## src/include/prio_macros.svh

```systemverilog
// priority stage constants
// port count, queue depth and the opcode encodings seen on the hold ports

`ifndef PRIO_MACROS_SVH
`define PRIO_MACROS_SVH

// number of request ports and entries per issue queue
`define PRIO_NUM_PORTS   4
`define PRIO_QUEUE_DEPTH 16

// opcodes, zero means the port is idle this cycle
`define PRIO_CMD_NONE 4'd0
`define PRIO_CMD_ADD  4'd1
`define PRIO_CMD_SUB  4'd2
`define PRIO_CMD_SHL  4'd5
`define PRIO_CMD_SHR  4'd6

`endif

```

## src/hdl/prio_pkg.sv

```systemverilog
// priority stage types
// request, queue entry and invalid report layouts shared by all blocks

package prio_pkg;

   typedef logic [3:0]  cmd_t;
   typedef logic [1:0]  tag_t;
   typedef logic [1:0]  port_id_t;
   typedef logic [31:0] data_t;

   // occupancy needs one bit more than the index to reach a full queue
   typedef logic [4:0]  qcount_t;

   // one port's command as presented by the hold register
   typedef struct packed {
      cmd_t  cmd;
      tag_t  tag;
      data_t data1;
      data_t data2;
   } hold_req_t;

   // port and tag side by side form the 4-bit response tag seen by the units
   typedef struct packed {
      cmd_t     cmd;
      port_id_t port;
      tag_t     tag;
      data_t    data1;
      data_t    data2;
   } queue_entry_t;

   typedef struct packed {
      logic op;
      tag_t tag;
   } invalid_rsp_t;

   // which queue wins the next same-port conflict
   typedef enum logic {
      TURN_ADD   = 1'b0,
      TURN_SHIFT = 1'b1
   } prio_turn_e;

endpackage

```

## src/hdl/port_arbiter.sv

```systemverilog
// port conflict arbiter
// lets both heads issue unless they come from the same port, in which case
// the two queues take turns

module port_arbiter
   import prio_pkg::*;
(
   input  logic         c_clk,
   input  logic         rst,
   input  queue_entry_t add_head,
   input  logic         add_head_vld,
   input  queue_entry_t shift_head,
   input  logic         shift_head_vld,
   output logic         add_pop,
   output logic         shift_pop
);

   prio_turn_e turn;
   logic       conflict;

   assign conflict = add_head_vld && shift_head_vld &&
                     (add_head.port == shift_head.port);

   assign add_pop   = add_head_vld && (!conflict || (turn == TURN_ADD));
   assign shift_pop = shift_head_vld && (!conflict || (turn == TURN_SHIFT));

   // turn only moves when it was actually used
   always_ff @(posedge c_clk) begin
      if (rst) begin
         turn <= TURN_ADD;
      end else if (conflict) begin
         turn <= (turn == TURN_ADD) ? TURN_SHIFT : TURN_ADD;
      end
   end

   a_one_per_port : assert property (
      @(posedge c_clk) disable iff (rst)
      !(add_pop && shift_pop && (add_head.port == shift_head.port))
   ) else $error("port_arbiter issued both units from port %0d", add_head.port);

   // the losing head has to wait in place and come back unchanged
   a_loser_held : assert property (
      @(posedge c_clk) disable iff (rst)
      (conflict && !add_pop) |=> (add_head_vld && $stable(add_head))
   ) else $error("port_arbiter add head lost after conflict");

   a_shift_loser_held : assert property (
      @(posedge c_clk) disable iff (rst)
      (conflict && !shift_pop) |=> (shift_head_vld && $stable(shift_head))
   ) else $error("port_arbiter shift head lost after conflict");

endmodule

```

## config.mk

```make
export PLATFORM = sky130hd
export DESIGN_NAME = port_arbiter
export DESIGN_NICKNAME = d
export VERILOG_FILES = /design/src/include/prio_macros.svh /design/src/hdl/prio_pkg.sv /design/src/hdl/port_arbiter.sv
export SDC_FILE = /design/constraint.sdc
export NUM_CORES = 1
export LEC_CHECK = 0
export BUFFER_PORTS_ARGS = -buffer_cell sky130_fd_sc_hd__buf_2
export CORE_AREA = 2 2 58 60
export DETAILED_ROUTE_END_ITERATION = 8
export DIE_AREA = 0 0 60 62
export MAX_ROUTING_LAYER = met4
export PLACE_DENSITY_LB_ADDON = 0.2
export SYNTH_ARGS = -nofsm -noshare
export SYNTH_HDL_FRONTEND = slang
export SYNTH_SLANG_ARGS = --single-unit
```

## constraint.sdc

```tcl
create_clock -name c_clk -period 1.8 [get_ports c_clk]
set_clock_uncertainty 0.2 [all_clocks]
set_input_delay 0.45 -clock c_clk [delete_from_list [all_inputs] [get_ports c_clk]]
set_output_delay 0.45 -clock c_clk [all_outputs]
set_load 0.05 [all_outputs]
```

* After elaboration in Yosys (flattened, before gate mapping)
Cells that the tools add are included.
** Cells by class
- $add $sub $neg :: 0
- $mul :: 0
- Divide/modulo/power cells :: 0
- Magnitude comparators :: 0
- Equal/unequal tests :: 1
- Shifts and indexed selects :: 0
- Muxes and demuxes :: 1
- Bitwise operators :: 1
- Reductions and logical operators :: 7
** Operator list (count)
- logical AND 1 bit :: 4
- equality test 2 bit :: 1
- logical OR 1 bit :: 2
- zero test 1 bit :: 1
- two-way mux 1 bit :: 1
- NOT 1 bit :: 1
** Storage, ports and cells
- Flip-flop bits (word level) :: 1
- Latch bits :: 0
- RAM bits :: 0
- Bits in read-only memories :: 0
- Bits of input ports :: 148
- Output and inout port bits :: 2
- Word-level logic and storage cells :: 11
- Memories :: 0

* Depth between registers and ports, before layout
- Word-level depth :: 5
- Mapped depth :: 3
- Gate-level depth less buffers :: 3

* Least setup slack after synthesis
Ideal clock, no wire load.
- Kind :: input to output
- Start point :: input port shift_head[66] (netlist name)
- End point :: output port add_pop
- Data arrival time :: 1.861 ns
- Required time :: 1.150 ns
- Slack :: -0.711 ns
- Stages :: 3
- Path buffers :: 0
- Path through :: xor2_1 nor3_1 a21boi_0
** On the way
- Word-level cells in the longest chain between the ends :: 5
** RTL lines
- start, declared :: RTL line port_arbiter.sv:12 : input queue_entry_t shift_head,
- equality test 2 bit :: RTL line port_arbiter.sv:22 : (add_head.port == shift_head.port);
- logical AND 1 bit :: RTL line port_arbiter.sv:21 : assign conflict = add_head_vld && shift_head_vld &&
- zero test 1 bit :: RTL line port_arbiter.sv:24 : assign add_pop = add_head_vld && (!conflict || (turn == TURN_ADD));
- logical OR 1 bit :: RTL line port_arbiter.sv:24
- logical AND 1 bit :: RTL line port_arbiter.sv:24
- end, declared :: RTL line port_arbiter.sv:14 : output logic add_pop,
No other way between the ends.

* Worst setup path after layout
- Start point :: input port add_head[66] (netlist name)
- End point :: output port shift_pop
** On the way
- Word-level cells in the longest chain between the ends :: 5
** RTL lines
- start, declared :: RTL line port_arbiter.sv:10 : input queue_entry_t add_head,
- equality test 2 bit :: RTL line port_arbiter.sv:22
- logical AND 1 bit :: RTL line port_arbiter.sv:21
- zero test 1 bit :: RTL line port_arbiter.sv:25 : assign shift_pop = shift_head_vld && (!conflict || (turn == TURN_SHIFT));
- logical OR 1 bit :: RTL line port_arbiter.sv:25
- logical AND 1 bit :: RTL line port_arbiter.sv:25
- end, declared :: RTL line port_arbiter.sv:15 : output logic shift_pop
No other way between the ends.

==> flow_summary.json <==
{
  "grt_first_pass_wirelength_um": 572,
  "antenna_left": 0,
  "grt_antenna_before_repair": 0,
  "synthTopCellsByArea": "dfxtp_1 (24%), xor2_1 (21%), a21boi_0 (9.1%)",
  "die_x_um": 60,
  "power.density_nw_per_um2": 304.6,
  "setup_slack_ns": -0.3417,
  "port_buffers": 9,
  "syn2layout_area_growth_pct": 239.4,
  "cpMaxStageDelayCell": "or4_4",
  "criticalPathCategory": "in2out",
  "r2r_cells": 2,
  "dpl_cell_area_um2": 221.5,
  "synthesis.nets": 158,
  "crit_fanout": 2,
  "vias": 126,
  "violations": "setup timing",
  "grt_pass1_vias": 145,
  "grt_use_total_pct": 1.955,
  "reg_top3": "turn (1)",
  "synth.avg_cell_area_um2": 8.258,
  "area.sequential_um2": 20.02,
  "cp-end-kind": "output pin",
  "gp_congestion": 0.5459,
  "p_total_mw": 0.08538,
  "drive_gt1_share_pct": 86.96,
  "dp_hpwl_um": 339.6,
  "start_kind": "input pin",
  "yosys_warnings": 0,
  "post_drt_wl_per_cell_um": 4.841,
  "fp.coreArea_um2": 3179,
  "syn_inst": 10,
  "post-route-period-util_pct": 119.0,
  "p_leak_nw": 0.1040,
  "r2r_slack_ns": 0.54,
  "clk_latency_ns": 0,
  "final_nets": 173,
  "required_ns": 1.15,
  "largest_reg_flops": 1,
  "ir_drop_mv": 0.04845,
  "std_cell_rows": 21,
  "finish.utilization_pct": 8.815,
  "grt.overflow.total": 0,
  "die_y_um": 62,
  "worstMarginPinSlew_ns": 0.2200,
  "path_cells": "buf_6 > xor2_2 > or4_4 > and2_4 > buf_8",
  "setup_viol": 2,
  "multi_input_area_um2": 98.84,
  "path_buf_inv": 2,
  "fill_cells": 375,
  "wirelength_um": 334,
  "antenna_cells": 0,
  "synth_top_cell_area_share_pct": 24.24,
  "maxCapViolations": 0,
  "cts_setup_buffers": 0,
  "viasPerCell": 1.826,
  "ios": 150,
  "period_minus_slack_ns": 2.142,
  "path_clk_slew_ns": 0,
  "arrival_ns": 1.49,
  "rsz0062_at_grt": "true",
  "drc_errors": 0,
  "hold_path_depth": 2,
  "relSlewSlack_pct": 85.20,
  "fmax_mhz": 466.9,
  "largest-register": "turn",
  "path_delay_family": "simple AND/OR/NAND/NOR gates",
  "fin_hold_ws_ns": 0.3121,
  "finalInstanceArea_um2": 280.3,
  "ys_seq_area_share_pct": 24.24,
  "dr.pass1.iters": 2,
  "crit_cells": 5,
  "hold_viol_final": 0,
  "initial_core_util_pct": 2.597,
  "run_status": "complete, but fails checks",
  "yosysUniqueCellTypes": 9,
  "drt_iter0_drc": 1,
  "dieArea_um2": 3720,
  "syn_area_um2": 82.58,
  "synth_area_leader_cell": "dfxtp_1",
  "synth-seq-cells": 1,
  "grt_max_degree": 4,
  "hold_path.class": "reg2reg",
  "slew_violations": 0,
  "tns_ns": -0.4491,
  "critPathMaxStageDelay_ns": 0.48
}
==> worst min-delay path: stages, from the launching register on <==
cell	delay, ns
dfxtp_1	0.31
o31ai_1	0.08
a21oi_1	0.06
==> worst paths after layout <==
check          startpoint        end
max          add_head[66]  shift_pop
min                  turn       turn
max reg2reg          turn       turn
min reg2reg          turn       turn
==> final cells by class <==
| cell class | instances | share of cell area, % |
|---|---|---|
| well taps | 46 | 20.54 |
| repair buffers | 13 | 37.05 |
| multi-input cells | 9 | 35.27 |
| flip-flops and latches | 1 | 7.143 |
==> logic make-up (layout without fill, tap and decap cells) <==
family | after synthesis | count (layout) | share of synthesized area, %
DFF | 1 | 1 | 24.24
and+or+nand+nor | 4 | 4 | 30.31
xor gates and xnor gates | 2 | 2 | 21.22
buffers and inverters | 0 | 13 | 0
AOI/OAI and AO/OA | 3 | 3 | 24.24
==> synth_stat cells (all sizes together) <==
| master | n |
|---|---|
| xor2 | 2 |
| a21boi | 1 |
| a21oi | 1 |
| and2 | 1 |
| dfxtp | 1 |
| nand2 | 1 |
| nor3 | 1 |
| o31ai | 1 |
| or4 | 1 |
==> cell usage in the layout (no fill, tap or decap) <==
master and count:
nand2_2 1, nor3_4 1, dfxtp_1 1, o31ai_1 1, buf_8 1, buf_6 3, a21oi_1 1, and2_4 1
or4_4 1, buf_2 5, xor2_2 2, a21boi_2 1, buf_4 4
==> report_power, final <==
part	internal (mW)	total [mW]	switching [mW]
clock	0	0	0
combinational	0.0321	0.0606	0.0286
sequential	0.0237	0.0248	0.00108
==> metal layers <==
layer | global-route usage (%) | wire, um
met5 | - | 0
met4 | 0 | 0
met3 | 0 | 25
met2 | 3.571 | 156
met1 | 2.596 | 153
==> through the flow <==
| stage | setup slack, ns | cells |
|---|---|---|
| 2_1_floorplan | -0.1493 | 10 |
| 3_3_place_gp | -0.4439 | 69 |
| 3_5_place_dp | -0.4329 | 69 |
| 4_1_cts | -0.4037 | 69 |
| 5_1_grt | -0.3736 | 69 |
| 6_report | -0.3417 | 69 |
==> repair_timing <==
item                                    CTS  global route
pin swaps                                 6             2
endpoints found under the setup margin    2             2
resized for setup                        12             0
hold buffers                              0             0
Power figures use the tool's default switching activity.
