<file path="src/include/prio_macros.svh">
// priority stage constants
// port count, queue depth and the opcode encodings seen on the hold ports

`ifndef PRIO_MACROS_SVH
`define PRIO_MACROS_SVH

// number of request ports and entries per issue queue
`define PRIO_NUM_PORTS   4
`define PRIO_QUEUE_DEPTH 16

// opcodes, zero means the port is idle this cycle
`define PRIO_CMD_NONE 4'd0
`define PRIO_CMD_ADD  4'd1
`define PRIO_CMD_SUB  4'd2
`define PRIO_CMD_SHL  4'd5
`define PRIO_CMD_SHR  4'd6

`endif

</file>
<file path="src/hdl/prio_pkg.sv">
// priority stage types
// request, queue entry and invalid report layouts shared by all blocks

package prio_pkg;

   typedef logic [3:0]  cmd_t;
   typedef logic [1:0]  tag_t;
   typedef logic [1:0]  port_id_t;
   typedef logic [31:0] data_t;

   // occupancy needs one bit more than the index to reach a full queue
   typedef logic [4:0]  qcount_t;

   // one port's command as presented by the hold register
   typedef struct packed {
      cmd_t  cmd;
      tag_t  tag;
      data_t data1;
      data_t data2;
   } hold_req_t;

   // port and tag side by side form the 4-bit response tag seen by the units
   typedef struct packed {
      cmd_t     cmd;
      port_id_t port;
      tag_t     tag;
      data_t    data1;
      data_t    data2;
   } queue_entry_t;

   typedef struct packed {
      logic op;
      tag_t tag;
   } invalid_rsp_t;

   // which queue wins the next same-port conflict
   typedef enum logic {
      TURN_ADD   = 1'b0,
      TURN_SHIFT = 1'b1
   } prio_turn_e;

endpackage

</file>
<file path="src/hdl/cmd_decode.sv">
// command decoder
// steers each port's command to the add or shift queue and flags bad opcodes

`include "prio_macros.svh"

module cmd_decode
   import prio_pkg::*;
(
   input  logic                                  c_clk,
   input  logic                                  rst,
   input  hold_req_t    [`PRIO_NUM_PORTS-1:0]    hold,
   output queue_entry_t [`PRIO_NUM_PORTS-1:0]    entries,
   output logic         [`PRIO_NUM_PORTS-1:0]    add_sel,
   output logic         [`PRIO_NUM_PORTS-1:0]    shift_sel,
   output invalid_rsp_t [`PRIO_NUM_PORTS-1:0]    invalid
);

   logic [`PRIO_NUM_PORTS-1:0] bad_op;
   logic [`PRIO_NUM_PORTS-1:0] inv_op_q;
   tag_t [`PRIO_NUM_PORTS-1:0] inv_tag_q;

   genvar p;

   generate
      for (p = 0; p < `PRIO_NUM_PORTS; p++) begin : g_port

         // the port number is stamped into the entry so the units can route results back
         assign entries[p] = '{
            cmd:   hold[p].cmd,
            port:  port_id_t'(p),
            tag:   hold[p].tag,
            data1: hold[p].data1,
            data2: hold[p].data2
         };

         assign add_sel[p] = (hold[p].cmd == `PRIO_CMD_ADD) ||
                             (hold[p].cmd == `PRIO_CMD_SUB);

         assign shift_sel[p] = (hold[p].cmd == `PRIO_CMD_SHL) ||
                               (hold[p].cmd == `PRIO_CMD_SHR);

         // an idle port is not an error, anything else unknown is
         assign bad_op[p] = (hold[p].cmd != `PRIO_CMD_NONE) &&
                            !add_sel[p] && !shift_sel[p];

         assign invalid[p] = '{op: inv_op_q[p], tag: inv_tag_q[p]};

      end
   endgenerate

   // the report lasts exactly one cycle since the flag reloads every edge
   always_ff @(posedge c_clk) begin
      if (rst) begin
         inv_op_q <= '0;
      end else begin
         inv_op_q <= bad_op;
      end
   end

   always_ff @(posedge c_clk) begin
      for (int i = 0; i < `PRIO_NUM_PORTS; i++) begin
         inv_tag_q[i] <= hold[i].tag;
      end
   end

endmodule

</file>
<file path="config.mk">
export PLATFORM = sky130hd
export DESIGN_NAME = cmd_decode
export DESIGN_NICKNAME = d
export VERILOG_FILES = /design/src/hdl/prio_pkg.sv /design/src/hdl/cmd_decode.sv
export VERILOG_INCLUDE_DIRS = /design/src /design/src/include
export SDC_FILE = /design/constraint.sdc
export NUM_CORES = 1
export LEC_CHECK = 0
export ABC_AREA = 1
export BUFFER_PORTS_ARGS = -buffer_cell sky130_fd_sc_hd__buf_2
export CORE_AREA = 5 5 230 232
export CTS_CLUSTER_DIAMETER = 120
export DETAILED_ROUTE_END_ITERATION = 10
export DIE_AREA = 0 0 235 237
export SKIP_CTS_REPAIR_TIMING = 1
export SLEW_MARGIN = 10
export SYNTH_ARGS = -nofsm -noshare
export SYNTH_HDL_FRONTEND = slang
export SYNTH_SLANG_ARGS = --single-unit
</file>
<file path="constraint.sdc">
create_clock -name c_clk -period 0.8 [get_ports c_clk]
set_input_delay 0.04 -clock c_clk [delete_from_list [all_inputs] [get_ports c_clk]]
set_output_delay 0.04 -clock c_clk [all_outputs]
set_load 0.01 [all_outputs]
</file>
; After elaboration in Yosys (flattened, before gate mapping)
; Cells that the tools add are included.
[totals]
reg_bits = 12
wordCells = 49
output_inout_bits = 308
[classes]
eq_ne = 16
n_reduce_logical = 28
[ops]
columns = operator, n
row1 = equality test 4 x 3 -> 1 bit (second input constant), 8
row2 = equality test 4 x 1 -> 1 bit (second input constant), 4
row3 = equality test 4 x 2 -> 1 bit (second input constant), 4
row4 = nonzero test 4 bit, 4
row5 = logical AND 1 bit, 8
row6 = zero test 1 bit, 8
row7 = logical OR 1 bit, 8

; Logic depth before layout (Yosys ltp)
; Gate-level depths: netlist (run 1).
[depth]
depth_word = 5
mapped_depth = 5

; Worst setup path before layout (run 1)
; No wires, ideal clock.
[synth_timing]
path_type = input -> register
from = input port hold[67] (netlist name)
to = register inv_op_q[0]
setup_slack_ns = 0.328
required_ns = 0.682
arrival_ns = 0.354
path_stages = 5
n_path_buf = 0
cell_sequence = inv_1 > nand2_1 > nand2_1 > nor2_2 > nor2_1
[synth_between]
elab_cells_between_ends = 11
cone_classes = eq/ne (4) / reduce/logical (7)
[synth_lines]
columns = element, line
row1 = from (decl), cmd_decode.sv:11  ; input hold_req_t [`PRIO_NUM_PORTS-1:0] hold,
row2 = equality test 4 x 3 -> 1 bit (no line), -
row3 = logical OR 1 bit (*), cmd_decode.sv:39  ; assign shift_sel[p] = (hold[p].cmd == `PRIO_CMD_SHL) ||
row4 = net shift_sel[0], cmd_decode.sv:14  ; output logic [`PRIO_NUM_PORTS-1:0] shift_sel,
row5 = zero test 1 bit (*), cmd_decode.sv:44  ; !add_sel[p] && !shift_sel[p];
row6 = logical AND 1 bit (*), cmd_decode.sv:43  ; assign bad_op[p] = (hold[p].cmd != `PRIO_CMD_NONE) &&
row7 = to (signal assigned), cmd_decode.sv:56  ; inv_op_q <= bad_op;
row8 = to (decl), cmd_decode.sv:19  ; logic [`PRIO_NUM_PORTS-1:0] inv_op_q;
; The timed path passes the listed nets; every way through them passes the cells marked *.
; A chain may end at the register's enable or synchronous reset.

; Final worst setup path (run 1)
[layout_timing]
from = register inv_tag_q, in the netlist invalid[9]
to = output port invalid[9] (netlist name)
[layout_lines]
columns = element, line
row1 = from (decl), cmd_decode.sv:20  ; tag_t [`PRIO_NUM_PORTS-1:0] inv_tag_q;
row2 = "from (signal, indexed assignment)", cmd_decode.sv:62  ; inv_tag_q[i] <= hold[i].tag;
row3 = to (decl), cmd_decode.sv:15  ; output invalid_rsp_t [`PRIO_NUM_PORTS-1:0] invalid
; No word-level cell between the ends.

==> results by group, run 1 <==
Run status
  – Outcome: finished, final reports clean

Pwr
  – Int Pwr: roughly 0.0016 W
  – Comb power frac: between 20 and 25%
  – Peak VDD IR: roughly 0.47 mV
  – Reg power frac: a little under a third
  – P_sw: between 0.0005 and 0.0006 W
  – Switching share of power: 25.36%
  – Leakage: about 0.65 nW
  – Clock share of power: about half
  – Power Total: 0.002108 W
  – Power Density: roughly 1100 nW/um2

Yosys
  – Ranking of synthesized cells by area: buf_4 (82%), dfxtp_1 (9.2%), nand2_1 (3.4%), inv_1 (1.9%), nor2_1 (1.1%)
  – Mux contribution to synthesized area: 0%
  – Library cell with the largest summed area after synthesis: buf_4
  – Mean area per synthesized cell: approximately 7.4 um2
  – Largest family of logic cells by synthesized area: buffers and inverters
  – Mapped Area: 2624 um2
  – Post-synthesis xor/xnor area fraction: 0%
  – Synth Area in Compound Gates: 0.7630%
  – Simple-gate share of the synthesized area: roughly 5.5%
  – Gate Count Post-Synth: between 300 and 400
  – YS warnings: 0
  – Post-Synth Adder-Cell Area: 0%
  – Area share of the largest cell type after synthesis: 82.40%
  – Sequential share of the synthesized area: just over 9%
  – Netlist cell types: 8
  – Flops & latches, synth: 12

Timing
  – Post-route clock period utilization: around 92%
  – Final Max Tran Viols: 0
  – Shortest clock period the worst path allows after layout: approximately 0.74 ns
  – Final hold vios: 0
  – RSZ-0062 raised after global routing: no
  – Final setup vio count: 0
  – Setup TNS: 0 ns
  – FMAX: between 1000 and 1500 MHz

Setup path
  – Top Family by Delay on Critical Path: flip-flops
  – Worst EP arrival: 0.70 ns
  – Crit path required time: ~0.76 ns
  – Crit path launch type: register
  – CP max-delay cell: dfxtp_1
  – Kind of critical path: reg -> out
  – Worst path cell trace: buf_2
  – Crit-path max FO: 1
  – Levels on crit path: 1
  – Worst path max stage delay: approximately 0.32 ns
  – End of the critical path: invalid[9]
  – Crit. End Element: output pin
  – CP startpoint: invalid[9]$_DFF_P_
  – Bufs and invs on worst path: 1

Drt
  – Routed length per instance: 18.56 um
  – Vias post-DR: about 1,200
  – Final wirelength: around 16 mm
  – Detailed Routing Iterations Pass 1: 4
  – # DRC: 0
  – Vias per inst: 1.474
  – Routed Antenna Nets: 0
  – 1st-iter DRT viols: 32

Floorplan
  – Top-Level Pins: roughly 600
  – Die H: about 240 um
  – Row cnt: between 80 and 90
  – Die W: around 240 um
  – Total core area: between 50,000 and 60,000 um2
  – Initial Utilization: 5.167%
  – Die area: around 56,000 um2

Cells and area
  – Layout area overhead: -29.18%
  – Nets: 437
  – Final Instance Area: ~1900 um2
  – Highest-count cells in the layout ignoring fill and taps: buf_2 (69), nand2_1 (24), inv_1 (13), dfxtp_1 (12)
  – Commonest non-fill, non-tap cell in the layout: buf_2
  – Layout cells sized above 1: about half
  – Non-Filler Instances: 836
  – Fill count: 6,018

GRT
  – Met3 Use GR: 8.397%
  – Met2 GRT Util: roughly 7.8%
  – Most Crowded Layer GR: met3
  – GRT Overall Usage: under 10%
  – Overflow after GRT: 0
  – Vias in the first global route: 1,310
  – Initial antenna violation count: 3
  – First-pass GRT wire length: between 15 and 20 mm
  – M1 GR Usage: under 10%
  – Largest net degree at the start of global routing: 8

Placed design
  – Post-DP HPWL: between 10 and 15 mm
  – # placed instances: between 800 and 900
  – Buffers on Ports: 69
  – Placed cell area: approximately 1700 um2
  – RD Place Congestion: ~0.84

Job
  – Max Cap Viol: 0

CTS
  – Clock Path Buffers: 2
  – Clock root cell: clkbuf_16
  – Register clock-pin slew on the reported worst setup and hold paths: 0.04 ns
  – CTS tree: built
  – Clock Sinks: 12
  – Cts bufs inserted: 3
  – H-tree levels: 1

Min path
  – Hold Crit Class: in -> out
## cells in the mapped netlist
master	instances
a21oi_1	4
buf_4	288
conb_1	2
dfxtp_1	12
inv_1	13
nand2_1	24
nor2_1	8
nor2_2	4
## power groups by stage
| stage | Combinational, W | Clock (W) | Sequential (W) |
|---|---|---|---|
| finish | 0.000428 | 0.00103 | 0.000646 |
| global route | 0.000474 | 0.00109 | 0.000648 |
| CTS | 0.000403 | 0.00107 | 0.000646 |
| detailed placement | 0.000400 | 0 | 0.000657 |
| global placement | 0.000402 | 0 | 0.000656 |
| floorplan | 0.00158 | 0 | 0.000678 |
## layer usage
| layer | vias to the layer above | wire [um] |
|---|---|---|
| met5 | - | 0 |
| met2 | 349 | 6504 |
| li1 | 360 | - |
| met3 | 115 | 5603 |
| met1 | 408 | 2068 |
| met4 | 0 | 1338 |
## sequential cells by signal (all words and copies together), names as in the netlist
| signal | flops |
|---|---|
| invalid | 8 |
| inv_op_q | 4 |
## cell families after synthesis
group / after synthesis
other: 2
and+or+nand+nor: 36
AOI/OAI and AO/OA: 4
DFF: 12
buffers and inverters: 301
## worst min path at each step
| stage | startpoint | end | cells past startpoint |
|---|---|---|---|
| final | hold[148] | entries[152] | 0 |
| after global routing | hold[148] | entries[152] | 0 |
| after CTS | hold[275] | invalid[10]$_DFF_P_ | 1 |
| after detailed placement | hold[142] | entries[146] | 0 |
| after global placement | hold[142] | entries[146] | 0 |
| after floorplan | hold[64] | invalid[0]$_DFF_P_ | 0 |
## area by class of cell
class	count	area, um2	share of cell area (%)
Antenna cell	2	5.005	0.2694
Tap cell	680	850.8	45.79
Multi-Input combinational cell	48	198.9	10.71
Sequential cell	12	240.2	12.93
Timing Repair Buffer	77	425.4	22.90
Clock buffer	4	88.84	4.781
Inverter	13	48.80	2.626
## metrics by stage
step,util (%),hold slack (ns),setup WS [ns]
6_report,3.659,0.08000,0.06052
2_1_floorplan,-,0.06772,0.3280
5_1_grt,3.659,0.08001,0.04478
3_5_place_dp,3.309,0.08007,0.03297
4_1_cts,3.484,-0.09495,0.03339
3_3_place_gp,3.309,0.08007,0.02680
(Power assumes the default switching activity.)
==> inputs of run 2 (changes only) <==
--- a/config.mk
+++ b/config.mk
@@ -8,10 +8,13 @@
 export LEC_CHECK = 0
 export ABC_AREA = 1
 export BUFFER_PORTS_ARGS = -buffer_cell sky130_fd_sc_hd__buf_2
-export CORE_AREA = 5 5 230 232
+export CELL_PAD_IN_SITES_DETAIL_PLACEMENT = 1
+export CELL_PAD_IN_SITES_GLOBAL_PLACEMENT = 1
+export CORE_AREA = 5 5 228 230
 export CTS_CLUSTER_DIAMETER = 120
 export DETAILED_ROUTE_END_ITERATION = 10
-export DIE_AREA = 0 0 235 237
+export DIE_AREA = 0 0 233 235
+export PLACE_DENSITY_LB_ADDON = 0.1
 export SKIP_CTS_REPAIR_TIMING = 1
 export SLEW_MARGIN = 10
 export SYNTH_ARGS = -nofsm -noshare
==> run 2 against run 1 <==
Net effect: first-iteration DRC count is 34% lower; clock power hardly changed; sequential share of layout area is 0.17 points lower; total power is 1.7% higher; final area is 1.3% higher; hold slack hardly changed; setup slack better by 0.0031 ns; wire length is 47% lower; combinational power is 12% higher; utilization is 0.13 points higher; count of clock-buffer cells in the layout stayed put; critical path type is now in -> out; critical endpoint is now add_sel[3]; largest cell class unchanged; highest routed layer unchanged.
==> results by group, run 2 (synthesized netlist as in run 1, its figures left out) <==
CTS
  – Clock Sinks: 12 (unchanged)
  – Clock root cell: clkbuf_16
  – CTS tree: built
  – H-tree levels: 1 (unchanged)
  – Cts bufs inserted: 3 (unchanged)
  – Clock Path Buffers: 2 (unchanged)

Timing
  – Final setup vio count: 0 (unchanged)
  – Final Max Tran Viols: 0 (unchanged)
  – Final hold vios: 0 (unchanged)
  – Shortest clock period the worst path allows after layout: 0.7363 ns (-0.003148 ns)
  – FMAX: 1358 MHz (+0.43%)
  – RSZ-0062 raised after global routing: yes
  – Post-route clock period utilization: 92.04% (-0.39 points)
  – Fin worst setup slack: 0.06366 ns (+0.003148 ns)

Drt
  – Final wirelength: 8.265 mm (-47%)
  – Routed length per instance: 9.982 um (-46%)
  – # DRC: 0 (unchanged)
  – Detailed Routing Iterations Pass 1: 2 (-2)
  – Vias per inst: 1.355 (-8.0%)
  – Vias post-DR: 1,122 (-8.9%)
  – 1st-iter DRT viols: 21 (-34%)
  – Routed Antenna Nets: 0 (unchanged)

GRT
  – GRT Overall Usage: 2.593% (-2.6 points)
  – Most Crowded Layer GR: met2
  – Met3 Use GR: 2.789% (-5.6 points)
  – Met2 GRT Util: 4.351% (-3.4 points)
  – First-pass GRT wire length: 9.929 mm (-44%)
  – Overflow after GRT: 0 (unchanged)
  – Initial antenna violation count: 0 (-3)
  – M1 GR Usage: 1.312% (-0.45 points)
  – Vias in the first global route: 1,174 (-10%)
  – Largest net degree at the start of global routing: 8 (unchanged)

Pwr
  – Peak VDD IR: 0.5186 mV (+11%)
  – Power Total: 0.002145 W (+1.7%)
  – Power Density: 1139 nW/um2 (+0.40%)
  – Leakage: 0.6661 nW (+2.4%)

Setup path
  – Kind of critical path: in -> out
  – Worst path cell trace: buf_2 -> nor2_1 -> nand2_1 -> a21oi_1 -> buf_2
  – Crit. End Element: output pin
  – Crit path required time: 0.76 ns (about the same)
  – Worst EP arrival: 0.70 ns (about the same)
  – Worst path max stage delay: 0.17 ns (-0.15 ns)
  – Cell mode on critical path: buf_2
  – Crit-path max FO: 3 (+2)
  – CP max-delay cell: buf_2
  – Crit path launch type: input pin

Placed design
  – Post-DP HPWL: 7.484 mm (-48%)
  – DP Worst Slack: -0.07778 ns (-0.1108 ns)
  – RD Place Congestion: 0.5876 (-30%)
  – Buffers on Ports: 69 (unchanged)

Floorplan
  – Die W: 233 um (-0.85%)
  – Die area: 54,760 um2 (-1.7%)
  – Top-Level Pins: 590 (unchanged)
  – Row cnt: 82 (-1.2%)
  – Initial Utilization: 5.284% (+0.12 points)
  – Die H: 235 um (-0.84%)
  – Total core area: 49,660 um2 (-2.2%)

Run status
  – Outcome: finished, final reports clean

Cells and area
  – Layout area overhead: -28.23%
  – Max FFs per register: 8 (unchanged)
  – Nets: 439 (+0.46%)
  – Fill count: 6,035 (+0.28%)
  – Commonest non-fill, non-tap cell in the layout: buf_2
  – Highest-count cells in the layout ignoring fill and taps: buf_2 (69), nand2_1 (23), inv_1 (13), dfxtp_1 (12)
  – Layout cells sized above 1: 52.56% (+1.9 points)
  – ANT cells: 0 (-2)

Min path
  – Hold Crit Class: in -> out

Job
  – Max Cap Viol: 0 (unchanged)
run 2: metrics by stage:
| stage | instance area, um2 | setup TNS, ns | cells | utilization, % | hold slack (ns) |
|---|---|---|---|---|---|
| after global routing | 1883 | -0.02719 | 828 | 3.792 | 0.08002 |
| after detailed placement | 1698 | -0.08014 | 816 | 3.419 | 0.08007 |
| after CTS | 1787 | -0.08375 | 820 | 3.598 | -0.09032 |
| after global placement | 1698 | -0.1140 | 816 | 3.419 | 0.08007 |
| final | 1883 | 0 | 828 | 3.792 | 0.08000 |
| after floorplan | 2646 | 0 | 361 | - | 0.06772 |
run 2: worst max-delay path: cells and delay by family:
family	cells	cell delay [ns]
buf+inv	2	0.29
simple gates	2	0.21
compound gates	1	0.15
run 2: routing by layer:
layer / share of wire [%] / up-vias
li1: - / 359
met1: 20 / 434
met2: 45 / 237
met3: 26 / 92
met4: 9.0 / 0
met5: 0 / -
run 2: final cells by class:
| cell class | instances | area (um2) | share of cell area, % |
|---|---|---|---|
| inverter | 13 | 48.80 | 2.591 |
| timing repair buffer | 79 | 452.9 | 24.05 |
| sequential | 12 | 240.2 | 12.76 |
| clock buffer | 4 | 88.84 | 4.718 |
| tap | 672 | 840.8 | 44.65 |
| multi-input combinational | 48 | 211.5 | 11.23 |
run 2: power breakdown:
part | internal, W | leakage (nW) | total, W | switching [W]
clock network | 0.000755 | 0.0442 | 0.00102 | 0.000267
registers | 0.000637 | 0.101 | 0.000645 | 0.00000759
logic | 0.000195 | 0.521 | 0.000478 | 0.000282
run 2: worst paths after layout:
path | from | to | cells past startpoint
setup / recovery | hold[279] | add_sel[3] | 5
hold / removal | hold[120] | entries[122] | 0
